### src/source/buffer_ram.sv
`timescale 1ns/1ps

// Simple dual-port buffer: one write port, one registered read port
module buffer_ram #(
    parameter int depth = 32,
    parameter int width = 144
) (
    input  logic                     clk,
    input  logic                     we,
    input  logic [$clog2(depth)-1:0] wr_addr,
    input  logic [width-1:0]         wr_data,
    input  logic [$clog2(depth)-1:0] rd_addr,
    output logic [width-1:0]         rd_data
);

    logic [width-1:0] mem [depth];

    // Write side
    always_ff @(posedge clk) begin
        if (we) begin
            mem[wr_addr] <= wr_data;
        end
    end

    // Read side, one cycle from address to data
    always_ff @(posedge clk) begin
        rd_data <= mem[rd_addr]; // Old word on a same-cycle write
    end

endmodule

### config.mk
export PLATFORM = sky130hd
export DESIGN_NAME = buffer_ram
export DESIGN_NICKNAME = d
export VERILOG_FILES = /design/src/source/buffer_ram.sv
export SDC_FILE = /design/constraint.sdc
export NUM_CORES = 2
export LEC_CHECK = 0
export BUFFER_PORTS_ARGS = -buffer_cell sky130_fd_sc_hd__buf_2
export CELL_PAD_IN_SITES_DETAIL_PLACEMENT = 1
export CELL_PAD_IN_SITES_GLOBAL_PLACEMENT = 1
export CORE_ASPECT_RATIO = 0.9
export CORE_UTILIZATION = 35
export CTS_CLUSTER_SIZE = 14
export DETAILED_ROUTE_END_ITERATION = 8
export PLACE_DENSITY_LB_ADDON = 0.1
export SLEW_MARGIN = 20
export SYNTH_ARGS = -nofsm -noshare
export SYNTH_HDL_FRONTEND = slang
export SYNTH_MEMORY_MAX_BITS = 65536
export SYNTH_SLANG_ARGS = --single-unit
### constraint.sdc
create_clock -name clk -period 13.59 [get_ports clk]
set_clock_uncertainty 0.1 [all_clocks]
set_input_delay 2.0385 -clock clk [delete_from_list [all_inputs] [get_ports clk]]
set_output_delay 2.0385 -clock clk [all_outputs]
set_load 0.005 [all_outputs]
==> results.yml <==
run_status:
  outcome: "completed"
sta:
  worstMarginPinSlew_ns: 1.30
  rsz0062_at_grt: "no"
  period_minus_slack_ns: 5.45
  timing.hold.ws_ns: 0.597
  period_share: 0.401
  drv_slew: 0
  max_freq_mhz: 183
  tns_ns: 0
  setup_viol: 0
  finalHoldViolations: 0
  relSlewSlack: 0.132
placement:
  gp_congestion: 0.705
  port_buffers: 299
  place_hpwl_mm: 268
worst_setup_path:
  rr_worst_depth: 4
  start_kind: "input port"
  cp_data_required_time_ns: 14.12
  worstPathMaxFanout: 34
  cp_slowest_cell: "nor2_4"
  end_kind: "flop"
  crit_top_cell: "buf_4"
  crit_path_max_incr_delay_ns: 0.88
  cp_cell_sequence: "buf_2, nand3b_1, nor2_4, buf_4, buf_4, buf_4"
  cp_data_arrival_time_ns: 5.98
  r2r_slack_ns: 11.60
  reg2reg_from: "mem[5][140]"
  critPathKind: "in -> reg"
  rr_endpoint: "rd_data[140]"
logic_synthesis:
  syn-instance-count: 7236
  synthDistinctLibCells: 26
  syn_nets: 7392
  synth.largest_area_cell: "edfxtp_1"
  synth_top_area_share: 0.793
  ys_ff_latch: 4752
  synth_area_mm2: 0.174
  synth_warnings: 0
  yosysSeqAreaShare: 0.809
  yosys-top-cells-area: "edfxtp_1 79%, mux4_2 14%, o22ai_1 1.8%"
  synth.avg_cell_area_um2: 24.1
flow_run:
  maxCapViolations: 0
worst_hold_path:
  hold_class: "reg -> reg"
  holdPathStages: 3
  hold_path.startpoint: "mem[26][139]"
  hold_end: "rd_data[139]"
global_route:
  grt_pass1_vias: 87700
  grt_overflow: 0
  grt_max_degree: 118
  track_usage: 0.203
  antenna_found_initial: 79
  grt_pass1_wl_mm: 715
route:
  vias: 81600
  drt_pre_antenna_iters: 7
  via_per_inst: 5.49
  routed_wl_mm: 517
  drc: 0
  drt-initial-drc-count: 7418
  drt-wirelength-per-cell_um: 34.8
  postRouteAntennaNets: 0
die:
  dieArea_mm2: 0.501
  die_x_um: 746
  io-pin-count: 300
  initial_utilization: 0.352
  rows: 245
  fp.coreArea_mm2: 0.496
  die_h_um: 672
power:
  ir_drop_mv: 0.148
  power_frac_comb: 0.042
  intPower_w: 0.0247
  p_leak_nw: 62.1
  switching_share: 0.214
  p_per_area_mw_per_mm2: 156
  p_clk_frac: 0.435
  p_sw_w: 0.00673
  p_seq_frac: 0.523
clocking:
  cts_resized: 0
  root_buffer: "clkbuf_16"
  cts_buffers: 523
  htreeDepth: 6
  cts_tree: "done"
  cts_num_sinks: 4752
  cts_setup_buffers: 0
  path_clk_slew_ns: 0.06
  postCtsHoldBufs: 0
  clockBufferDepth: 4
  clk_latency_ns: 1.03
finish:
  area_growth_pct: 15.1
  drive_gt1_frac: 0.282
  nNetsFinal: 8014
## worst max-delay path by stage
stage | to | from | cells after the start | slack, ns
global placement | mem[17][113] | wr_addr[1] | 6 | 7.05
detailed placement | mem[17][113] | wr_addr[1] | 6 | 7.04
floorplan | mem[12][0] | wr_addr[1] | 3 | 4.16
CTS | mem[17][25] | wr_addr[1] | 6 | 8.16
finish | mem[17][25] | wr_addr[1] | 6 | 8.14
global route | rd_data[140] | rd_addr[0] | 8 | 7.95
## routing by layer
layer | global-route usage | wire [µm] | up-vias
met5 | 0 | 103 | -
met4 | 0.0519 | 12700 | 16
met3 | 0.0274 | 21700 | 697
met2 | 0.345 | 258000 | 2011
met1 | 0.278 | 224000 | 46000
li1 | - | - | 32800
## cell usage after synthesis
library cell,n
nor3b_2,1
nand3b_1,6
buf_1,27
and3_1,1
nand2b_1,1
nand2_1,4
a22oi_1,114
o22ai_1,500
nor2_1,36
and3b_1,1
nand3_1,41
dfxtp_1,144
and2_1,1
edfxtp_1,4608
mux4_2,1076
clkbuf_1,117
buf_6,10
or2_2,1
nor4_1,125
or3_1,2
buf_2,151
nand4_1,19
mux2i_1,152
buf_4,91
nor2b_1,3
or3b_2,4
## through the flow
step                total power (W)  instance area (µm²)  setup WS (ns)  utilization  cells
floorplan                    0.0174               175000           4.16            -   7236
global placement             0.0181               184000           7.05        0.372  13900
detailed placement           0.0181               184000           7.04        0.372  13900
CTS                          0.0318               201000           8.16        0.405  14800
global route                 0.0324               201000           7.95        0.405  14800
finish                       0.0314               201000           8.14        0.405  14900
## layout make-up
class / instances / area [µm²]
fillers: 45300 / 295000
repair buffers: 493 / 3440
multi-input cells: 2088 / 31500
flip-flops and latches: 4752 / 141000
well taps: 6545 / 8190
diodes: 24 / 60.1
clock buffers: 741 / 14800
clock inverters: 207 / 1500
## registers in the layout, indices dropped and copies added, names as in the netlist
signal,count
mem,4608
rd_data,144
## placed cells by master, fill, tap and decap left out, types with 7 or more instances in the layout
| master | n |
|---|---|
| a22oi_1 | 114 |
| buf_12 | 37 |
| buf_2 | 297 |
| buf_4 | 158 |
| bufinv_16 | 15 |
| clkbuf_1 | 153 |
| clkbuf_16 | 548 |
| clkbuf_8 | 40 |
| clkinv_1 | 83 |
| clkinv_2 | 74 |
| clkinv_8 | 7 |
| dfxtp_1 | 144 |
| diode_2 | 24 |
| edfxtp_1 | 4608 |
| inv_6 | 22 |
| mux2i_1 | 152 |
| mux4_2 | 1076 |
| nand3_1 | 40 |
| nand4_1 | 19 |
| nor2_4 | 34 |
| nor4_1 | 121 |
| o22ai_1 | 500 |
## kinds of logic after synthesis
logic type / synth area share
buf+inv: 0.0120
mux: 0.148
compound gates: 0.0228
flops: 0.809
simple gates: 0.00810
## power by group through the flow
stage / logic [W] / clock network, W / registers [W]
floorplan: 0.000707 / 0 / 0.0167
global placement: 0.00136 / 0 / 0.0167
detailed placement: 0.00138 / 0 / 0.0167
CTS: 0.00138 / 0.0140 / 0.0164
global route: 0.00144 / 0.0145 / 0.0164
finish: 0.00133 / 0.0137 / 0.0164
## worst max-delay path, delay by kind of cell
kind                   cells  cell delay, ns
buffers and inverters      4            2.20
and+or+nand+nor            2            1.56
(Power assumes the default switching activity.)
