File: config.mk
export PLATFORM = sky130hd
export DESIGN_NAME = buffer_init_ctrl
export DESIGN_NICKNAME = d
export VERILOG_FILES = /design/src/source/conv_buf_pkg.sv /design/src/source/buffer_init_ctrl.sv
export SDC_FILE = /design/constraint.sdc
export NUM_CORES = 1
export LEC_CHECK = 0
export BUFFER_PORTS_ARGS = -buffer_cell sky130_fd_sc_hd__buf_2
export CORE_AREA = 4 4 137 139
export DETAILED_ROUTE_END_ITERATION = 8
export DIE_AREA = 0 0 141 143
export GPL_TIMING_DRIVEN = 1
export MAX_ROUTING_LAYER = met4
export PLACE_DENSITY = 0.65
export SYNTH_ARGS = -nofsm -noshare
export SYNTH_HDL_FRONTEND = slang
export SYNTH_SLANG_ARGS = --single-unit
File: constraint.sdc
create_clock -name clk -period 3.8 [get_ports clk]
set_clock_uncertainty 0.2 [all_clocks]
set_input_delay 0.57 -clock clk [delete_from_list [all_inputs] [get_ports clk]]
set_output_delay 0.57 -clock clk [all_outputs]
set_load 0.02 [all_outputs]
File: src/source/conv_buf_pkg.sv
package conv_buf_pkg;

    ////////////////////////////////////////////////////////////////////////////
    // Element and lane sizing

    localparam int data_width      = 16; // Half precision
    localparam int para_x          = 3;
    localparam int para_y          = 3;
    localparam int para_kernel     = 2;  // Weight banks
    localparam int kernel_size_max = 3;
    localparam int kernel_area     = kernel_size_max * kernel_size_max;

    ////////////////////////////////////////////////////////////////////////////
    // Buffer geometry

    localparam int fm_depth      = 18;
    localparam int fm_addr_width = $clog2(fm_depth);
    localparam int wt_depth      = 32;
    localparam int wt_half       = wt_depth / 2;     // Upper half base
    localparam int wt_addr_width = $clog2(wt_depth);
    localparam int wt_init_slots = 4;                // Kernel slots set by init

    localparam int fm_word_width = para_x * para_y * data_width;
    localparam int wt_word_width = kernel_area * data_width;

    ////////////////////////////////////////////////////////////////////////////
    // Write ports

    // Feature-map buffer write
    typedef struct packed {
        logic                     we;
        logic [fm_addr_width-1:0] addr;
        logic [fm_word_width-1:0] data;
    } fm_wr_t;

    // One address per bank, data and strobe shared by all banks
    typedef struct packed {
        logic                                      we;
        logic [para_kernel-1:0][wt_addr_width-1:0] addr;
        logic [wt_word_width-1:0]                  data;
    } wt_wr_t;

endpackage

File: src/source/buffer_init_ctrl.sv
`timescale 1ns/1ps

module buffer_init_ctrl import conv_buf_pkg::*; (
    input  logic                                      clk,
    input  logic                                      rst,
    input  logic                                      init,
    input  logic [data_width-1:0]                     fm_fill,
    input  logic [data_width-1:0]                     wt_fill,
    input  logic                                      update_weight_ram,
    input  logic [para_kernel-1:0][wt_addr_width-1:0] update_weight_addr,
    output logic                                      start,
    output fm_wr_t                                    fm_wr,
    output wt_wr_t                                    wt_wr,
    output logic                                      fm_loading,
    output logic                                      wt_loading
);

    logic init_q;
    logic fill_go;

    logic                     fm_busy;
    logic                     fm_phase; // 0 write step, 1 idle step
    logic                     fm_fin;
    logic [fm_addr_width-1:0] fm_cnt;
    logic                     fm_step;
    logic                     fm_we;
    logic [fm_addr_width-1:0] fm_addr;
    logic [fm_word_width-1:0] fm_data;

    logic                                      wt_phase;
    logic                                      wt_upd; // Current write is an update
    logic [2:0]                                wt_slot;
    logic [wt_addr_width-1:0]                  wt_slot_addr;
    logic                                      wt_step;
    logic                                      upd_go;
    logic                                      wt_we;
    logic [para_kernel-1:0][wt_addr_width-1:0] wt_addr;
    logic [wt_word_width-1:0]                  wt_data;

    ////////////////////////////////////////////////////////////////////////////
    // Init edge detect

    always_ff @(posedge clk) begin
        if (rst) begin
            init_q <= 1'b0;
        end else begin
            init_q <= init;
        end
    end

    // New rise starts both fills unless the fm fill still runs
    assign fill_go = init & ~init_q & ~fm_busy;

    // Start level follows init once the fill has finished
    always_ff @(posedge clk) begin
        if (rst) begin
            start <= 1'b0;
        end else if (!init) begin
            start <= 1'b0;
        end else if (fm_fin) begin
            start <= 1'b1;
        end
    end

    ////////////////////////////////////////////////////////////////////////////
    // Feature-map fill

    // Write step of the half-rate sequence
    assign fm_step = fill_go | (fm_busy & ~fm_phase & (fm_cnt != fm_addr_width'(fm_depth)));

    always_ff @(posedge clk) begin
        if (rst) begin
            fm_busy    <= 1'b0;
            fm_phase   <= 1'b0;
            fm_cnt     <= '0;
            fm_fin     <= 1'b0;
            fm_loading <= 1'b0;
            fm_we      <= 1'b0;
        end else begin
            fm_fin <= 1'b0;
            if (fm_step) begin
                fm_busy    <= 1'b1;
                fm_loading <= 1'b1;
                fm_we      <= 1'b1;
                fm_phase   <= 1'b1;
                fm_cnt     <= fm_cnt + 1'b1;
            end else if (fm_busy && fm_phase) begin
                fm_we    <= 1'b0;
                fm_phase <= 1'b0;
                if (fm_cnt == fm_addr_width'(fm_depth)) begin
                    fm_loading <= 1'b0; // Last word written
                end
            end else if (fm_busy) begin
                fm_busy <= 1'b0; // Trailing idle step
                fm_cnt  <= '0;
                fm_fin  <= 1'b1;
            end
        end
    end

    always_ff @(posedge clk) begin
        if (fm_step) begin
            fm_addr <= fm_cnt;
            fm_data <= {(para_x * para_y){fm_fill}}; // Same value in every lane
        end
    end

    assign fm_wr = '{we: fm_we, addr: fm_addr, data: fm_data};

    ////////////////////////////////////////////////////////////////////////////
    // Weight fill

    // Fixed kernel slots in the lower and upper bank halves
    always_comb begin
        case (wt_slot)
            3'd0:    wt_slot_addr = '0;
            3'd1:    wt_slot_addr = wt_addr_width'(kernel_area);
            3'd2:    wt_slot_addr = wt_addr_width'(wt_half);
            3'd3:    wt_slot_addr = wt_addr_width'(wt_half + kernel_area);
            default: wt_slot_addr = '0;
        endcase
    end

    // Slot write step on the first slot or a later even cycle
    assign wt_step = fill_go | (wt_loading & ~wt_upd & ~wt_phase);

    ////////////////////////////////////////////////////////////////////////////
    // Weight update

    assign upd_go = update_weight_ram & ~init & ~wt_loading;

    always_ff @(posedge clk) begin
        if (rst) begin
            wt_loading <= 1'b0;
            wt_phase   <= 1'b0;
            wt_upd     <= 1'b0;
            wt_slot    <= '0;
            wt_we      <= 1'b0;
        end else if (wt_step) begin
            wt_loading <= 1'b1;
            wt_upd     <= 1'b0; // Init fill wins over an update
            wt_we      <= 1'b1;
            wt_phase   <= 1'b1;
            wt_slot    <= wt_slot + 1'b1;
        end else if (wt_loading && wt_upd) begin
            wt_loading <= 1'b0;
            wt_upd     <= 1'b0;
            wt_we      <= 1'b0;
        end else if (wt_loading) begin
            wt_we    <= 1'b0;
            wt_phase <= 1'b0;
            if (wt_slot == 3'(wt_init_slots)) begin
                wt_loading <= 1'b0;
                wt_slot    <= '0;
            end
        end else if (upd_go) begin
            wt_loading <= 1'b1; // Single write cycle
            wt_upd     <= 1'b1;
            wt_we      <= 1'b1;
        end
    end

    always_ff @(posedge clk) begin
        if (wt_step) begin
            wt_addr <= {para_kernel{wt_slot_addr}}; // Same slot in every bank
        end else if (upd_go) begin
            wt_addr <= update_weight_addr;
        end
        if (wt_step || upd_go) begin
            wt_data <= {kernel_area{wt_fill}}; // Fill and update both write wt_fill
        end
    end

    assign wt_wr = '{we: wt_we, addr: wt_addr, data: wt_data};

endmodule

==> impl_metrics.csv <==
group,metric,value,unit
setup_path,worstPathRequired,3560,ps
synthesis,synth_xor_area_frac,0,
synthesis,synth.area.mux_share,0.002284,
global_route,grt_max_degree,27,
clocking,clock_latency,340,ps
run_status,outcome,"completed",
setup_path,arrival,1930,ps
synthesis,synthTopCellsByCount,"buf_4 (258), edfxtp_1 (47), dfxtp_1 (18), a21oi_1 (10), inv_1 (10)",
sta,setup_viol,0,
job,cap_violations,0,
layout,fill_cells,1891,
drt,totalWireLength,10430,um
synthesis,synth_compound_area_frac,0.05681,
clocking,postCtsHoldBufs,0,
die,initial_core_util,0.2482,
synthesis,syn_inst,420,
die,rows,49,
setup_path,cpPeakStageDelay,630,ps
setup_path,critPathSlowestCell,"inv_1",
global_route,first_global_vias,2191,
synthesis,synth.cell_area,4383,sq um
clocking,cts-root-buf,"clkbuf_16",
place,dp.final_hpwl,8461,um
sta,max_freq,0.4616,GHz
drt,firstDrtPassIters,4,
sta,report.final.slew_viol_count,0,
power_and_ir_drop,ir_drop,227.2,uV
drt,post_drt_wl_per_cell,13.76,um
synthesis,synthSimpleGateAreaFrac,0.06309,
place,portBuffers,353,
die,core_area,17660,sq um
sta,tightest_slew,839.0,ps
drt,vias,2746,
synthesis,synth_top_family_by_area,"buffers and inverters",
die,num_io_pins,354,
setup_path,critPathBufInv,2,
synthesis,ys.flop_type,"edfxtp_1",
synthesis,yosysMostFrequentCell,"buf_4",
synthesis,synth-edff-count,47,
setup_path,crit_fanout,21,
sta,tns,0,ps
sta,rsz0062_at_grt,"false",
sta,layout_min_cycle_time,2166,ps
layout,layout.cells.non_filler,758,
place,post-place-cells,742,
clocking,cts.htree.levels,3,
clocking,clock_sinks,65,
clocking,cts_buffers,9,
drt,drtAntennaViolNets,0,
place,dp_worst_setup_slack,1326,ps
global_route,grt_pass1_wl,13610,um
setup_path,worst_setup_path_start_kind,"register",
drt,drt_iter0_drc,64,
setup_path,critical_path_class,"register to register",
sta,worst_slack,1634,ps
global_route,antenna_found_initial,0,
clocking,post_cts_resized,0,
synthesis,ys_seq_elements,65,
global_route,gr-usage-met1,0.1139,
setup_path,cp-end-kind,"register",
setup_path,cp_common_cell,"inv_1",
die,die_area,20160,sq um
drt,drc,0,
synthesis,yosysWarnings,0,
sta,hold_viol,0,
clocking,cts_setup_buffers,0,
global_route,grtUsageMet3,0.02780,
place,gp_congestion,0.7505,
synthesis,avgSynthCellArea,10.44,sq um
sta,period_share,0.5701,
worst_hold_path,min_path_type,"input port to register",
global_route,globalRouteTotalUtil,0.09293,
synthesis,yosysTopAreaCell,"buf_4",
layout,syn2layout_area_growth,9.420,%
synthesis,synthAdderAreaFrac,0.01998,
layout,final_nets,577,
die,die_w,141,um
global_route,met2_usage,0.1442,
synthesis,synth.area.top_cells,"buf_4 (44%), edfxtp_1 (32%), dfxtp_1 (8.2%)",
setup_path,crit_path_cell_trace,"inv_1 -> ha_1 -> nand4bb_2 -> a21oi_2 -> inv_1",
sta,max_slew_margin,0.4401,
synthesis,seq_area_frac_synth,0.4042,
global_route,grt_overflow,0,
clocking,clock_path_buffers,2,
power_and_ir_drop,cellPowerDensity,560.1,nW/um^2
sta,hold-worst-slack,204.2,ps
synthesis,synthArstFlopShare,0,
clocking,clk_pin_slew,60,ps
die,die_h,143,um
layout,drive_gt1_frac,0.7146,
synthesis,yosys.area.top_type_share,0.4419,
global_route,top_usage_layer,"met2",
power_and_ir_drop,power.static_leakage,2.385,nW
setup_path,crit_family,"buffers and inverters",
clocking,cts_tree,"yes",
layout,num_antenna_cells,0,
synthesis,synth_cell_types,41,
synthesis,synth_nets,473,
drt,routed_via_density,3.623,
==> sequential cells by signal, summed over array words and instances, names as in the netlist <==
name and count:
wt_phase 1, fm_we 1, fm_data 16, wt_slot 3, fm_loading 1, fm_busy 1
wt_we 1, wt_wr 10, start 1, fm_fin 1, wt_loading 1, fm_addr 5
wt_data 16, init_q 1, fm_cnt 5, wt_upd 1
==> per-layer routing <==
layer	vias to the layer above	wire, um
li1	1331	-
met1	1272	4105
met2	134	5376
met3	9	803
met4	0	145
met5	-	0
==> stage by stage <==
step / area, sq um / power (W) / util
after floorplan: 4383 / 0.001848 / -
after global placement: 4493 / 0.001867 / 0.2545
after detailed placement: 4493 / 0.001872 / 0.2545
after CTS: 4796 / 0.002739 / 0.2716
after global routing: 4796 / 0.002824 / 0.2716
final: 4796 / 0.002686 / 0.2716
==> report_power, final <==
part / internal [W] / switching, W
Combinational: 0.000268 / 0.000620
Clock: 0.000513 / 0.000329
Sequential: 0.000858 / 0.0000976
==> cell usage in the layout, fill, tap and decap left out, types with 5 or more instances in the layout <==
master | Yosys | layout
a21oi_1 | 10 | 10
o21a_1 | 7 | 7
inv_1 | 10 | 10
ha_1 | 7 | 7
dfxtp_1 | 18 | 18
buf_2 | 2 | 353
nand2_1 | 5 | 5
edfxtp_1 | 47 | 47
clkbuf_16 | 0 | 9
==> final timing paths <==
kind              cells past startpoint  startpoint  slack, ps            to
setup / recovery                      5   fm_cnt[0]       1630  fm_data[136]
hold / removal                        1  wt_fill[7]        200  wt_data[135]
setup reg to reg                      5   fm_cnt[0]       1630  fm_data[136]
hold reg to reg                       1      fm_fin        240         start
==> layout make-up <==
type | instances | area (sq um) | share of cell area
repair buffers | 354 | 1774 | 0.3699
flip-flops and latches | 65 | 1772 | 0.3694
multi-input cells | 84 | 623.1 | 0.1299
well taps | 229 | 286.5 | 0.05974
clock buffers | 9 | 225.2 | 0.04696
clock inverters | 7 | 77.57 | 0.01618
inverters | 10 | 37.54 | 0.007827
==> cells by family after synthesis <==
family / after synthesis
muxes: 1
buffers and inverters: 271
AOI/OAI and AO/OA: 35
adders and majority gates: 7
DFF: 65
and+or+nand+nor: 41
(Power assumes the default switching activity.)
